`config.mk`:
```
export PLATFORM = sky130hd
export DESIGN_NAME = timer_core
export DESIGN_NICKNAME = d
export VERILOG_FILES = /design/src/verilog/bus_pkg.sv /design/src/verilog/irq_pkg.sv /design/src/verilog/periph_bus_if.sv /design/src/verilog/interval_timer.sv /design/src/verilog/irq_controller.sv /design/src/verilog/sys_bus.sv /design/src/verilog/timer_core.sv
export SDC_FILE = /design/constraint.sdc
export NUM_CORES = 1
export LEC_CHECK = 0
export ABC_CLOCK_PERIOD_IN_PS = 4700
export BUFFER_PORTS_ARGS = -buffer_cell sky130_fd_sc_hd__buf_2
export CELL_PAD_IN_SITES_DETAIL_PLACEMENT = 2
export CELL_PAD_IN_SITES_GLOBAL_PLACEMENT = 2
export CORE_MARGIN = 2
export CORE_UTILIZATION = 39
export DETAILED_ROUTE_END_ITERATION = 16
export MAX_ROUTING_LAYER = met4
export PLACE_DENSITY = 0.76
export SLEW_MARGIN = 30
export SYNTH_ARGS = -nofsm -noshare
export SYNTH_HDL_FRONTEND = slang
export SYNTH_HIERARCHICAL = 1
export SYNTH_SLANG_ARGS = --single-unit
export TNS_END_PERCENT = 5
```
`constraint.sdc`:
```
create_clock -name dsp_clk -period 4.7 [get_ports dsp_clk]
set_input_delay 0.94 -clock dsp_clk [delete_from_list [all_inputs] [get_ports dsp_clk]]
set_output_delay 0.94 -clock dsp_clk [all_outputs]
set_load 0.005 [all_outputs]
```
`src/verilog/bus_pkg.sv`:
```
/* System bus package
   Bus widths, page decode values and register offsets of the housekeeping slaves
*/
package bus_pkg;

   //////////////////////////////////////////////////
   // Widths

   // Byte address on the system bus
   typedef logic [15:0] bus_adr_t;
   typedef logic [31:0] bus_dat_t;

   // Settings register address, taken from byte address bits 9:2
   typedef logic [7:0]  set_adr_t;

   // Word offset inside a peripheral page
   typedef logic [2:0]  reg_ofs_t;

   //////////////////////////////////////////////////
   // Address map

   // Settings window, matched on the top nibble only
   localparam logic [3:0] PAGE_SETTINGS = 4'h2;

   // Single pages, matched on the top byte
   localparam logic [7:0] PAGE_CYCLES   = 8'h33;
   localparam logic [7:0] PAGE_IRQ      = 8'h35;

   // Interrupt controller registers
   localparam reg_ofs_t IRQ_REG_MASK    = 3'd0;
   localparam reg_ofs_t IRQ_REG_PENDING = 3'd1;
   localparam reg_ofs_t IRQ_REG_ACTIVE  = 3'd2;

endpackage

```
`src/verilog/irq_pkg.sv`:
```
/* Timer and interrupt package
   Count and source vector types, plus the settings layout of one timer
*/
package irq_pkg;

   // Timer count or period in dsp_clk cycles
   typedef logic [31:0] timer_cnt_t;

   // One bit per interrupt source, unused sources tied low
   typedef logic [31:0] irq_vec_t;

   // Encoded source index, one bit wider than needed for 32 sources
   typedef logic [5:0]  irq_idx_t;

   // Reported when no enabled source is pending
   localparam irq_idx_t IRQ_NONE = 6'd32;

   //////////////////////////////////////////////////
   // Settings layout per timer

   // Base + 0 is the one-shot count, base + 1 the period
   localparam int TIMER_REGS = 2;

endpackage

```
`src/verilog/periph_bus_if.sv`:
```
/* Peripheral register port
   Single-cycle register access from the bus decoder into a peripheral
*/
`timescale 1ns/1ps

interface periph_bus_if;
   import bus_pkg::*;

   // Access strobe, one cycle ahead of the bus ack
   logic     stb;
   logic     we;
   reg_ofs_t adr;
   bus_dat_t wdat;

   // Read data, combinational from adr
   bus_dat_t rdat;

   modport bus (output stb, output we, output adr, output wdat, input rdat);

   modport periph (input stb, input we, input adr, input wdat, output rdat);

endinterface

```
`src/verilog/interval_timer.sv`:
```
/* Interval timer
   One-shot down counter and periodic reload counter, loaded over the settings bus
*/
`timescale 1ns/1ps

module interval_timer #(
   parameter bus_pkg::set_adr_t BASE = 8'd198
) (
   input  logic              dsp_clk,
   input  logic              wb_rst,
   input  logic              set_stb_i,
   input  bus_pkg::set_adr_t set_adr_i,
   input  bus_pkg::bus_dat_t set_dat_i,
   output logic              onetime_o,
   output logic              periodic_o
);
   import irq_pkg::*;

   timer_cnt_t one_cnt;
   timer_cnt_t per_len;
   timer_cnt_t per_cnt;
   logic       wr_one;
   logic       wr_per;

   // Own two settings addresses
   assign wr_one = set_stb_i && (set_adr_i == BASE);
   assign wr_per = set_stb_i && (set_adr_i == BASE + 8'd1);

   //////////////////////////////////////////////////
   // One-shot

   // Count N puts the pulse N cycles after the strobe, zero cancels
   always_ff @(posedge dsp_clk) begin
      if (wb_rst) begin
         one_cnt <= '0;
      end else if (wr_one) begin
         one_cnt <= timer_cnt_t'(set_dat_i);
      end else if (one_cnt != '0) begin
         one_cnt <= one_cnt - timer_cnt_t'(1);
      end
   end

   // Last cycle before expiry
   assign onetime_o = (one_cnt == timer_cnt_t'(1));

   //////////////////////////////////////////////////
   // Periodic

   // Period of zero parks both registers at zero
   always_ff @(posedge dsp_clk) begin
      if (wb_rst) begin
         per_len <= '0;
         per_cnt <= '0;
      end else if (wr_per) begin
         per_len <= timer_cnt_t'(set_dat_i);
         per_cnt <= timer_cnt_t'(set_dat_i);
      end else if (per_len != '0) begin
         if (per_cnt == timer_cnt_t'(1)) begin
            per_cnt <= per_len;
         end else begin
            per_cnt <= per_cnt - timer_cnt_t'(1);
         end
      end
   end

   // Wrap cycle, repeats every per_len cycles
   assign periodic_o = (per_len != '0) && (per_cnt == timer_cnt_t'(1));

endmodule

```
`src/verilog/irq_controller.sv`:
```
/* Interrupt controller
   Latches source pulses and lines, masks them and encodes the highest active one
*/
`timescale 1ns/1ps

module irq_controller #(
   parameter int NUM_TIMERS  = 4,
   parameter int NUM_EXT_IRQ = 8
) (
   input  logic              dsp_clk,
   input  logic              wb_rst,
   input  irq_pkg::irq_vec_t irq_src_i,
   output logic              int_o,
   periph_bus_if.periph      regs
);
   import bus_pkg::*;
   import irq_pkg::*;

   // Timer one-shots, timer periodics, then external lines
   localparam int       NUM_SRC  = 2 * NUM_TIMERS + NUM_EXT_IRQ;
   localparam irq_vec_t SRC_USED = irq_vec_t'((64'd1 << NUM_SRC) - 64'd1);

   irq_vec_t src;
   irq_vec_t mask;
   irq_vec_t pending;
   irq_vec_t enabled;
   irq_vec_t clr;
   irq_idx_t active;
   logic     wr_mask;
   logic     wr_pending;

   assign src = irq_src_i & SRC_USED;

   //////////////////////////////////////////////////
   // Register writes

   assign wr_mask    = regs.stb && regs.we && (regs.adr == IRQ_REG_MASK);
   assign wr_pending = regs.stb && regs.we && (regs.adr == IRQ_REG_PENDING);

   // Write one to clear
   assign clr = wr_pending ? irq_vec_t'(regs.wdat) : '0;

   always_ff @(posedge dsp_clk) begin
      if (wb_rst) begin
         mask <= '0;
      end else if (wr_mask) begin
         mask <= irq_vec_t'(regs.wdat) & SRC_USED;
      end
   end

   // A source still high wins over its own clear
   always_ff @(posedge dsp_clk) begin
      if (wb_rst) begin
         pending <= '0;
      end else begin
         pending <= (pending & ~clr) | src;
      end
   end

   //////////////////////////////////////////////////
   // Priority encode and output

   assign enabled = pending & mask;
   assign int_o   = |enabled;

   // Highest index wins
   always_comb begin
      active = IRQ_NONE;
      for (int i = 0; i < $bits(irq_vec_t); i++) begin
         if (enabled[i]) begin
            active = irq_idx_t'(i);
         end
      end
   end

   // Read data follows the held word offset
   always_comb begin
      case (regs.adr)
         IRQ_REG_MASK:    regs.rdat = bus_dat_t'(mask);
         IRQ_REG_PENDING: regs.rdat = bus_dat_t'(pending);
         IRQ_REG_ACTIVE:  regs.rdat = bus_dat_t'(active);
         default:         regs.rdat = '0;
      endcase
   end

endmodule

```
`src/verilog/sys_bus.sv`:
```
/* System bus decoder
   Page decode, registered ack, read mux, settings strobes and the cycle counter
*/
`timescale 1ns/1ps

module sys_bus (
   input  logic              dsp_clk,
   input  logic              wb_rst,
   input  bus_pkg::bus_adr_t wb_adr_i,
   input  bus_pkg::bus_dat_t wb_dat_i,
   input  logic              wb_we_i,
   input  logic              wb_stb_i,
   output bus_pkg::bus_dat_t wb_dat_o,
   output logic              wb_ack_o,
   output logic              set_stb_o,
   output bus_pkg::set_adr_t set_adr_o,
   output bus_pkg::bus_dat_t set_dat_o,
   periph_bus_if.bus         irq_bus
);
   import bus_pkg::*;

   logic     req;
   logic     sel_settings;
   logic     sel_irq;
   logic     sel_cycles;
   bus_dat_t rd_mux;
   bus_dat_t cycle_cnt;

   // New request, the master holds strobe until it sees the ack
   assign req = wb_stb_i && !wb_ack_o;

   //////////////////////////////////////////////////
   // Page decode

   assign sel_settings = (wb_adr_i[15:12] == PAGE_SETTINGS);
   assign sel_irq      = (wb_adr_i[15:8] == PAGE_IRQ);
   assign sel_cycles   = (wb_adr_i[15:8] == PAGE_CYCLES);

   // Interrupt page access happens at the edge that raises the ack
   assign irq_bus.stb  = req && sel_irq;
   assign irq_bus.we   = wb_we_i;
   assign irq_bus.adr  = wb_adr_i[4:2];
   assign irq_bus.wdat = wb_dat_i;

   // Settings window and unmapped pages read as zero
   always_comb begin
      if (sel_irq) begin
         rd_mux = irq_bus.rdat;
      end else if (sel_cycles) begin
         rd_mux = cycle_cnt;
      end else begin
         rd_mux = '0;
      end
   end

   //////////////////////////////////////////////////
   // Handshake and settings strobe

   always_ff @(posedge dsp_clk) begin
      if (wb_rst) begin
         wb_ack_o  <= 1'b0;
         set_stb_o <= 1'b0;
      end else begin
         wb_ack_o  <= req;
         set_stb_o <= req && wb_we_i && sel_settings;
      end
   end

   // Data lines, only meaningful alongside their strobes
   always_ff @(posedge dsp_clk) begin
      if (req) begin
         wb_dat_o <= rd_mux;
      end
      if (req && wb_we_i && sel_settings) begin
         set_adr_o <= wb_adr_i[9:2];
         set_dat_o <= wb_dat_i;
      end
   end

   //////////////////////////////////////////////////
   // Free-running cycle counter

   always_ff @(posedge dsp_clk) begin
      if (wb_rst) begin
         cycle_cnt <= '0;
      end else begin
         cycle_cnt <= cycle_cnt + 1'b1;
      end
   end

endmodule

```
`src/verilog/timer_core.sv`:
```
/* Housekeeping core
   Bus decoder, interval timers and interrupt controller on one slave port
*/
`timescale 1ns/1ps

module timer_core #(
   parameter int                NUM_TIMERS  = 4,
   parameter int                NUM_EXT_IRQ = 8,
   parameter bus_pkg::set_adr_t TIMER_BASE  = 8'd198
) (
   input  logic                   dsp_clk,
   input  logic                   wb_rst,
   input  bus_pkg::bus_adr_t      wb_adr_i,
   input  bus_pkg::bus_dat_t      wb_dat_i,
   input  logic                   wb_we_i,
   input  logic                   wb_stb_i,
   input  logic [NUM_EXT_IRQ-1:0] ext_irq_i,
   output bus_pkg::bus_dat_t      wb_dat_o,
   output logic                   wb_ack_o,
   output logic                   int_o
);
   import bus_pkg::*;
   import irq_pkg::*;

   logic                  set_stb;
   set_adr_t              set_adr;
   bus_dat_t              set_dat;
   logic [NUM_TIMERS-1:0] onetime;
   logic [NUM_TIMERS-1:0] periodic;
   irq_vec_t              irq_src;

   periph_bus_if irq_bus ();

   //////////////////////////////////////////////////
   // Bus decode

   sys_bus u_sys_bus (
      .dsp_clk   (dsp_clk),
      .wb_rst    (wb_rst),
      .wb_adr_i  (wb_adr_i),
      .wb_dat_i  (wb_dat_i),
      .wb_we_i   (wb_we_i),
      .wb_stb_i  (wb_stb_i),
      .wb_dat_o  (wb_dat_o),
      .wb_ack_o  (wb_ack_o),
      .set_stb_o (set_stb),
      .set_adr_o (set_adr),
      .set_dat_o (set_dat),
      .irq_bus   (irq_bus)
   );

   //////////////////////////////////////////////////
   // Timers, two settings registers each

   for (genvar k = 0; k < NUM_TIMERS; k++) begin : g_timer
      interval_timer #(
         .BASE (set_adr_t'(TIMER_BASE + TIMER_REGS * k))
      ) u_timer (
         .dsp_clk    (dsp_clk),
         .wb_rst     (wb_rst),
         .set_stb_i  (set_stb),
         .set_adr_i  (set_adr),
         .set_dat_i  (set_dat),
         .onetime_o  (onetime[k]),
         .periodic_o (periodic[k])
      );
   end

   // Upper sources tie off to zero
   assign irq_src = irq_vec_t'({ext_irq_i, periodic, onetime});

   irq_controller #(
      .NUM_TIMERS  (NUM_TIMERS),
      .NUM_EXT_IRQ (NUM_EXT_IRQ)
   ) u_irq (
      .dsp_clk   (dsp_clk),
      .wb_rst    (wb_rst),
      .irq_src_i (irq_src),
      .int_o     (int_o),
      .regs      (irq_bus)
   );

endmodule
```
==> metrics.yaml, run 1 <==
routing:
  totalWireLength_mm: 116
  detail-route-antenna-nets: 0
  route.vias.total: 27300
  drt-pass1-iter-count: 5
  via_per_inst: 6.32
  avg_wl_per_cell_um: 26.8
  dr.first_iter.drc_count: 1924
  detail_route.drc_violations: 0
worst_setup_path:
  crit_path_max_fanout: 21
  critical-path-slowest-cell: "nand2_1"
  worst_setup_path_start_kind: "register"
  critPathArrivalTime_ps: 4130
  crit_path_frequent_cell: "nor2_1"
  worst_ep_required_time_ps: 5250
  cp_slowest_stage_delay_ps: 730
  cpLargestDelayFamily: "simple AND/OR/NAND/NOR gates"
  setup.worst_path.class: "reg -> reg"
  critPathCaptureType: "register"
  critPathBufInv: 0
  path_cells: "ha_1 -> or4b_2 -> nor4_2 -> nand2_1 -> nor2_1 -> a21oi_1 -> nor2_1"
grt:
  grt_first_pass_wirelength_mm: 178
  grt_use_total: 0.316
  overflow: 0
  grt_use_met3: 0.0500
  largest_net_degree_at_the_start_of_global_routing: 150
  antenna_violations_before_repair: 6
  globalRouteMet1Util: 0.390
  first_global_vias: 29200
  grtUsageMet2: 0.509
  grt.busiest_layer: "met2"
clock_tree:
  cts_repair_resize_count: 0
  clk-insertion-delay-late_ps: 620
  clk_path_buf_depth: 3
  cts_root_buffer: "clkbuf_16"
  post_cts_hold_buffer_count: 0
  number_of_buffers_inserted_to_repair_setup_after_cts: 0
  clk_pin_slew_worst_paths_ps: 60
  clkSinkCount: 538
  cts_tree: "done"
  tritoncts.num_buffers: 67
  cts_max_level: 3
yosys:
  synth.avg_cell_area_um2: 8.43
  synth.net_count: 3426
  synth.yosys.warnings: 6
  netlist_area_pre_place_um2: 28200
  mapped_cells: 3345
placed_design:
  port_buffers: 91
  placed_area_um2: 29300
  global_placer_s_final_weighted_congestion: 0.871
  place.detailed.instances: 4195
  detailedPlacementHpwl_mm: 75.7
pwr:
  static-leakage-power_nw: 11.4
  powerDensity_nw_per_um2: 478
  worst_ir_drop_vdd_mv: 0.287
  totalPowerFinal_mw: 15.1
timing:
  worst_clock_skew_ps: 25.9
  fmaxAchievable_ghz: 0.280
  tightest_slew_ps: 1060
  hold_slack_ps: 451
  final_hold_viol_count: 0
  maxSlewHeadroom: 0.295
  post-route-period-util: 0.761
  grt_setup_unrepaired: "no"
  post-route-min-period_ps: 3580
  setup_total_negative_slack_ps: 0
  slew_viol_final: 0
  setup-violations-final: 0
floorplan:
  die-width_um: 273
  floorplan.die_area_um2: 74400
  floorplan.initialDensity: 0.394
  rows: 98
  floorplan.die.height_um: 273
  core_region_area_um2: 71500
  i_o_pin_cnt: 94
status:
  run_status: "finished, final reports clean"
worst_hold_path:
  hold_class: "reg -> reg"
final_layout:
  layout-drive-gt1-share: 0.118
  final_area_um2: 31600
  instances_no_fill: 4320
  filler_cell_count: 7841
  multi_input_comb_area_um2: 15300
  register_area_um2: 11500
  flow.area_growth_from_synthesis_pct: 12.2
  nNetsFinal: 3400
flow_run:
  drv_cap: 0
-- flip-flops by register name, indices dropped and copies added, names as in the netlist --
| signal | count |
|---|---|
| g_timer.u_timer/one_cnt | 128 |
| g_timer.u_timer/per_cnt | 128 |
| g_timer.u_timer/per_len | 128 |
| u_irq/pending | 32 |
| u_sys_bus/cycle_cnt | 32 |
| u_sys_bus/set_dat_o | 32 |
| u_sys_bus/wb_dat_o | 32 |
| u_irq/mask | 16 |
| u_sys_bus/set_adr_o | 8 |
| u_sys_bus/set_stb_o | 1 |
| u_sys_bus/wb_ack_o | 1 |
-- routing by layer --
layer	share of wire	wire, um
met1	0.44	50500
met2	0.48	55200
met3	0.049	5650
met4	0.040	4650
met5	0	0
-- stage by stage --
stage / setup slack [ps] / util
CTS: 1140 / 0.441
global placement: 1180 / 0.407
global route: 852 / 0.442
detailed placement: 967 / 0.410
floorplan: 568 / -
finish: 1120 / 0.442
-- power breakdown --
part	leakage (nW)	switching (mW)	internal, mW
sequential	4.45	0.494	5.12
clock	1.10	2.18	3.16
combinational	5.89	2.57	1.60
-- worst paths after layout --
path / slack [ps] / depth (start not counted) / endpoint / from
hold reg to reg: 450 / 2 / u_irq/pending[29] / u_irq/pending[29]
setup reg to reg: 1120 / 7 / u_irq/pending[6] / g_timer[2].u_timer/per_cnt[0]
hold / removal: 450 / 2 / u_irq/pending[29] / u_irq/pending[29]
setup / recovery: 1120 / 7 / u_irq/pending[6] / g_timer[2].u_timer/per_cnt[0]
-- final cells by class --
cell class              count  area share
well taps                 950      0.0376
diodes                      3    0.000237
flip-flops and latches    538       0.363
clock inverters            27     0.00993
repair buffers            169      0.0375
multi-input cells        2496       0.485
inverters                  47     0.00558
clock buffers              90      0.0608
-- worst reg2reg max path, delay by kind of cell (launching register included) --
family,cells,cell delay (ps)
AO/OA/AOI/OAI,1,90
adder cells (fa/ha/maj),1,260
flip-flops,1,450
AND/OR/NAND/NOR,5,2720
-- layout by cell type (no fill, tap or decap), drive strengths merged, types with 46 or more instances in the layout --
| master | instances |
|---|---|
| nand2 | 444 |
| inv | 48 |
| or3 | 58 |
| nor2 | 272 |
| o21ai | 113 |
| or4 | 74 |
| nor3 | 128 |
| buf | 169 |
| nor4 | 127 |
| clkbuf | 90 |
| xnor2 | 98 |
| a22o | 58 |
| edfxtp | 72 |
| a21oi | 247 |
| nand3 | 88 |
| nand4 | 46 |
| dfxtp | 466 |
| a211oi | 74 |
No activity file was read; power rests on OpenSTA's default activity.
==> run 2, diff against run 1 <==
ABC_CLOCK_PERIOD_IN_PS = 3700   (was 4700)
clock period = 3.7 ns   (was 4.7 ns; I/O delays follow)
==> metrics.yaml, run 2 (same netlist as run 1, synthesis figures left out) <==
worst_setup_path:
  r2r_setup_slack_ps: 610  # -510 ps
  crit_path_max_fanout: 28  # +33%
  critPathArrivalTime_ps: 3540  # -590 ps
  crit-reg2reg-capture: "g_timer[0].u_timer/per_cnt[6]"
  critPathCaptureType: "register"
  worst_ep_required_time_ps: 4150  # -1100 ps
  critical_path.reg2reg.startpoint: "g_timer[0].u_timer/per_cnt[5]"
  worst_setup_path_start_kind: "register"
  critPathLaunch: "g_timer[0].u_timer/per_cnt[5]"
  setup.worst_path.class: "reg -> reg"
  depth_of_the_worst_register_to_register_path: 7  # unchanged
clock_tree:
  cts_max_level: 3  # unchanged
  clk_pin_slew_worst_paths_ps: 60  # about the same
  clk_path_buf_depth: 3  # unchanged
  tritoncts.num_buffers: 67  # unchanged
  cts_repair_resize_count: 0  # unchanged
  clkSinkCount: 538  # unchanged
  number_of_buffers_inserted_to_repair_setup_after_cts: 0  # unchanged
  cts_tree: "done"
  cts_root_buffer: "clkbuf_16"
  post_cts_hold_buffer_count: 0  # unchanged
  clk-insertion-delay-late_ps: 620  # about the same
pwr:
  cell_internal_pwr_mw: 12.9  # +31%
  switching_share: 0.342  # -0.00436
  total_switching_power_mw: 6.73  # +28%
  power.share.sequential: 0.364  # -0.007
  proportion_of_power_drawn_by_the_clock_network: 0.364  # +0.011
  static-leakage-power_nw: 11.6  # +1.8%
  worst_ir_drop_vdd_mv: 0.360  # +25%
  comb_power_share: 0.273  # -0.002
  powerDensity_nw_per_um2: 614  # +28%
grt:
  grt_first_pass_wirelength_mm: 179  # +0.68%
  grt_use_total: 0.316  # +0.000726
  first_global_vias: 29200  # +0.055%
  largest_net_degree_at_the_start_of_global_routing: 165  # +10%
  overflow: 0  # unchanged
  antenna_violations_before_repair: 9  # +3
worst_hold_path:
  hold_class: "in -> reg"
  whs_endpoint: "u_irq/pending[22]"
  hold_path_depth: 2  # unchanged
  hp-start: "wb_dat_i[22]"
final_layout:
  mostFrequentLayoutCell: "dfxtp_1"
  layout-drive-gt1-share: 0.125  # +0.00761
  most-common-layout-cells: "466 x dfxtp_1, 441 x nand2_1, 270 x nor2_1, 246 x a21oi_1, 118 x nor3_1"
  final_area_um2: 32000  # +1.2%
  instances_no_fill: 4359  # +0.90%
  layout.core_utilization: 0.448  # +0.00527
  flow.area_growth_from_synthesis_pct: 13.5
  filler_cell_count: 7792  # -0.62%
  largestRegisters: "g_timer.u_timer/one_cnt: 128 flops, g_timer.u_timer/per_cnt: 128 flops, g_timer.u_timer/per_len: 128 flops"
  nNetsFinal: 3433  # +0.97%
timing:
  tightest_slew_ps: 1070  # +17.6 ps
  grt_setup_unrepaired: "no"
  setup_total_negative_slack_ps: 0  # unchanged
  setup-violations-final: 0  # unchanged
  fmaxAchievable_ghz: 0.324  # +16%
  maxSlewHeadroom: 0.266  # -0.0290
  slew_viol_final: 0  # unchanged
  worst_clock_skew_ps: 36.2  # +10.2 ps
  post-route-min-period_ps: 3090  # -492 ps
  final_hold_viol_count: 0  # unchanged
  post-route-period-util: 0.834  # +0.0728
  min_setup_slack_post_route_ps: 615  # -508 ps
placed_design:
  placed_area_um2: 29600  # +1.1%
  post-place-ws_ps: 531  # -437 ps
  port_buffers: 91  # unchanged
  place.detailed.instances: 4233  # +0.91%
  detailedPlacementHpwl_mm: 79.8  # +5.4%
  global_placer_s_final_weighted_congestion: 0.879  # +0.87%
floorplan:
  rows: 98  # unchanged
  die-width_um: 273  # unchanged
  i_o_pin_cnt: 94  # unchanged
  floorplan.die_area_um2: 74400  # unchanged
  floorplan.initialDensity: 0.394  # unchanged
  floorplan.die.height_um: 273  # unchanged
  core_region_area_um2: 71500  # unchanged
routing:
  wl_met3_mm: 5.54  # -1.9%
  via_per_inst: 6.33  # +0.14%
  drt-pass1-iter-count: 5  # unchanged
  top_routing_layer_in_use: "met4"
  routed-wl-met2_mm: 54.7  # -0.75%
  totalWireLength_mm: 117  # +0.78%
  route.vias.total: 27600  # +1.0%
  detail_route.drc_violations: 0  # unchanged
  avg_wl_per_cell_um: 26.8  # -0.12%
  met1_layer_wirelength_in_the_final_routing_mm: 51.7  # +2.4%
  detail-route-antenna-nets: 0  # unchanged
  dr.first_iter.drc_count: 2142  # +11%
flow_run:
  drv_cap: 0  # unchanged
status:
  run_status: "finished, final reports clean"
## run 2: per-stage QoR
step | hold slack, ps | total power [mW]
after global placement | 432 | 12.0
after global routing | 287 | 20.6
final | 297 | 19.7
after detailed placement | 443 | 12.5
after CTS | 277 | 19.7
after floorplan | 421 | 11.0
## run 2: worst max-delay path, stage by stage (launching register included)
cell and delay, ps:
dfxtp_1 350, or4_1 690, or4_1 650, nor4_2 380, buf_4 380, nor3_1 100, a221oi_1 240, a211oi_1 120
## run 2: how the worst max path moves through the flow
stage / slack (ps) / to / cells past startpoint
floorplan: 420 / u_sys_bus/set_adr_o[0] / 2
global placement: 670 / u_irq/mask[11] / 10
detailed placement: 530 / u_irq/mask[3] / 10
CTS: 620 / g_timer[0].u_timer/per_cnt[6] / 7
global route: 430 / g_timer[0].u_timer/per_cnt[2] / 7
finish: 610 / g_timer[0].u_timer/per_cnt[6] / 7
## run 2: area by class of cell
cell class,instances,area [um2],area share
Sequential cell,538,11500,0.359
Inverter,47,176,0.00551
Multi-Input combinational cell,2496,15300,0.478
Clock inverter,34,503,0.0157
Timing Repair Buffer,202,1470,0.0459
Clock buffer,85,1860,0.0580
Tap cell,950,1190,0.0371
Antenna cell,7,17.5,0.000547
## run 2: power groups by stage
stage               combinational (mW)  sequential (mW)  clock [mW]
CTS                               5.30             7.12        7.25
floorplan                         3.98             7.04           0
finish                            5.36             7.15        7.15
global route                      5.84             7.22        7.51
detailed placement                5.22             7.23           0
global placement                  4.88             7.16           0
## run 2: layer usage
metal	vias to the layer above	track usage
met1	14200	0.397
met3	221	0.0463
li1	12500	-
met2	707	0.507
met4	0	0.135
met5	-	-
==> run 3, diff against run 2 <==
ABC_AREA = 1   (was default)
ABC_CLOCK_PERIOD_IN_PS = 2700   (was 3700)
CORE_UTILIZATION = 32   (was 39)
PLACE_DENSITY = 0.73   (was 0.76)
clock period = 2.7 ns   (was 3.7 ns; I/O delays follow)
==> metrics.yaml, run 3 <==
grt:
  antenna_violations_before_repair: 9  # unchanged
  grt_first_pass_wirelength_mm: 217  # +21%
  overflow: 0  # unchanged
  largest_net_degree_at_the_start_of_global_routing: 88  # -47%
  grt_use_total: 0.267  # -0.0490
  first_global_vias: 36800  # +26%
final_layout:
  mostFrequentLayoutCell: "nand2_1"
  nNetsFinal: 5310  # +55%
  filler_cell_count: 12800  # +65%
  largestRegisters: "g_timer.u_timer/one_cnt: 128 flops, g_timer.u_timer/per_cnt: 128 flops, g_timer.u_timer/per_len: 128 flops"
  final_area_um2: 37500  # +17%
  instances_no_fill: 6672  # +53%
  flow.area_growth_from_synthesis_pct: 12.8
  layout-drive-gt1-share: 0.107  # -0.0178
  layout.core_utilization: 0.363  # -0.0844
  most-common-layout-cells: "1,309 x nand2_1, 903 x nor2_1, 616 x inv_1, 466 x dfxtp_1, 433 x nand3_1"
yosys:
  mapped_cells: 5185  # +55%
  synth.yosys.warnings: 6  # unchanged
  synth.avg_cell_area_um2: 6.42  # -24%
  synth.net_count: 5266  # +54%
  netlist_area_pre_place_um2: 33300  # +18%
clock_tree:
  number_of_buffers_inserted_to_repair_setup_after_cts: 0  # unchanged
  cts_repair_resize_count: 0  # unchanged
  tritoncts.num_buffers: 72  # +7.5%
  cts_tree: "done"
  post_cts_hold_buffer_count: 0  # unchanged
  cts_max_level: 3  # unchanged
  cts_root_buffer: "clkbuf_16"
  clk_path_buf_depth: 3  # unchanged
  clkSinkCount: 538  # unchanged
  clk_pin_slew_worst_paths_ps: 60  # about the same
  clk-insertion-delay-late_ps: 650  # +30 ps
placed_design:
  port_buffers: 91  # unchanged
  detailedPlacementHpwl_mm: 99.3  # +24%
  global_placer_s_final_weighted_congestion: 0.863  # -1.8%
  placed_area_um2: 35100  # +18%
  post-place-ws_ps: 454  # -77.1 ps
  place.detailed.instances: 6535  # +54%
timing:
  slew_viol_final: 0  # unchanged
  setup-violations-final: 0  # unchanged
  tightest_slew_ps: 976  # -97.9 ps
  final_hold_viol_count: 0  # unchanged
  worst_clock_skew_ps: 36.2  # +0.000600 ps
  maxSlewHeadroom: 0.350  # +0.0838
  grt_setup_unrepaired: "no"
  min_setup_slack_post_route_ps: 300  # -314 ps
  post-route-period-util: 0.889
  setup_total_negative_slack_ps: 0  # unchanged
  fmaxAchievable_ghz: 0.417
  post-route-min-period_ps: 2400
flow_run:
  drv_cap: 0  # unchanged
floorplan:
  rows: 118  # +20%
  floorplan.die_area_um2: 107000  # +43%
  floorplan.die.height_um: 327  # +20%
  core_region_area_um2: 103000  # +45%
  floorplan.initialDensity: 0.322  # -0.0721
  die-width_um: 327  # +20%
  i_o_pin_cnt: 94  # unchanged
pwr:
  worst_ir_drop_vdd_mv: 0.412  # +15%
  powerDensity_nw_per_um2: 850  # +38%
  static-leakage-power_nw: 16.8  # +44%
routing:
  met1_layer_wirelength_in_the_final_routing_mm: 64.6  # +25%
  detail_route.drc_violations: 0  # unchanged
  route.vias.total: 34600  # +25%
  totalWireLength_mm: 139  # +19%
  avg_wl_per_cell_um: 20.9  # -22%
  routed-wl-met2_mm: 65.2  # +19%
  wl_met3_mm: 5.20  # -6.1%
  drt-pass1-iter-count: 5  # unchanged
  via_per_inst: 5.18  # -18%
  dr.first_iter.drc_count: 1790  # -16%
  detail-route-antenna-nets: 0  # unchanged
  top_routing_layer_in_use: "met4"
worst_setup_path:
  critPathArrivalTime_ps: 1860  # -1680 ps
  critical_path.reg2reg.startpoint: "u_sys_bus/set_adr_o[0]"
  worst_setup_path_start_kind: "register"
  critPathLaunch: "u_irq/pending[6]"
  worstSetupEndpoint: "int_o"
  crit-reg2reg-capture: "g_timer[3].u_timer/per_cnt[15]"
  r2r_setup_slack_ps: 420  # -190 ps
  depth_of_the_worst_register_to_register_path: 9  # +2
  worst_ep_required_time_ps: 2160  # -1990 ps
  critPathCaptureType: "primary output"
  setup.worst_path.class: "reg -> out"
  crit_path_max_fanout: 3  # -89%
status:
  run_status: "finished, final reports clean"
worst_hold_path:
  hold_class: "in -> reg"
## run 3: layout make-up
class                           instances  area (um2)  share of cell area
Multi-Input combinational cell       3789       18100               0.483
Timing Repair Buffer                  198        1400              0.0372
Antenna cell                            4        10.0            0.000267
Tap cell                             1380        1730              0.0460
Clock buffer                          105        2080              0.0553
Clock inverter                         28         360             0.00960
Sequential cell                       538       11500               0.306
Inverter                              630        2360              0.0630
## run 3: worst min-delay path by stage
stage / startpoint / endpoint / slack (ps) / cells past startpoint
after floorplan: u_irq/pending[16] / u_irq/pending[16] / 420 / 2
after global placement: u_irq/pending[28] / u_irq/pending[28] / 430 / 2
after detailed placement: u_irq/pending[20] / u_irq/pending[20] / 440 / 2
after CTS: wb_dat_i[22] / u_sys_bus/set_dat_o[22] / 40 / 1
after global routing: wb_dat_i[30] / u_sys_bus/set_dat_o[30] / 50 / 1
final: wb_dat_i[22] / u_sys_bus/set_dat_o[22] / 90 / 1
## run 3: where the power goes
part           internal (mW)  switching, mW  leakage, nW  total, mW
clock                   5.87           4.08         1.20       9.95
combinational           3.97           7.99         11.1       12.0
sequential              9.00          0.991         4.45       9.99
## run 3: per-stage QoR
step / power, mW / hold WS, ps
after floorplan: 18.9 / 422
after global placement: 21.5 / 432
after detailed placement: 22.0 / 440
after CTS: 32.2 / 39.5
after global routing: 34.5 / 49.7
final: 31.9 / 85.6
## run 3: worst max-delay path: stages (launching register included)
cell and delay, ps:
dfxtp_1 350, nand2_1 130, nand2_1 100, nor4_1 330, nand2_1 150, buf_2 160
## run 3: layer usage
metal | track usage | vias up
li1 | - | 16600
met2 | 0.434 | 476
met1 | 0.345 | 17300
met5 | - | -
met4 | 0.0824 | 0
met3 | 0.0351 | 175
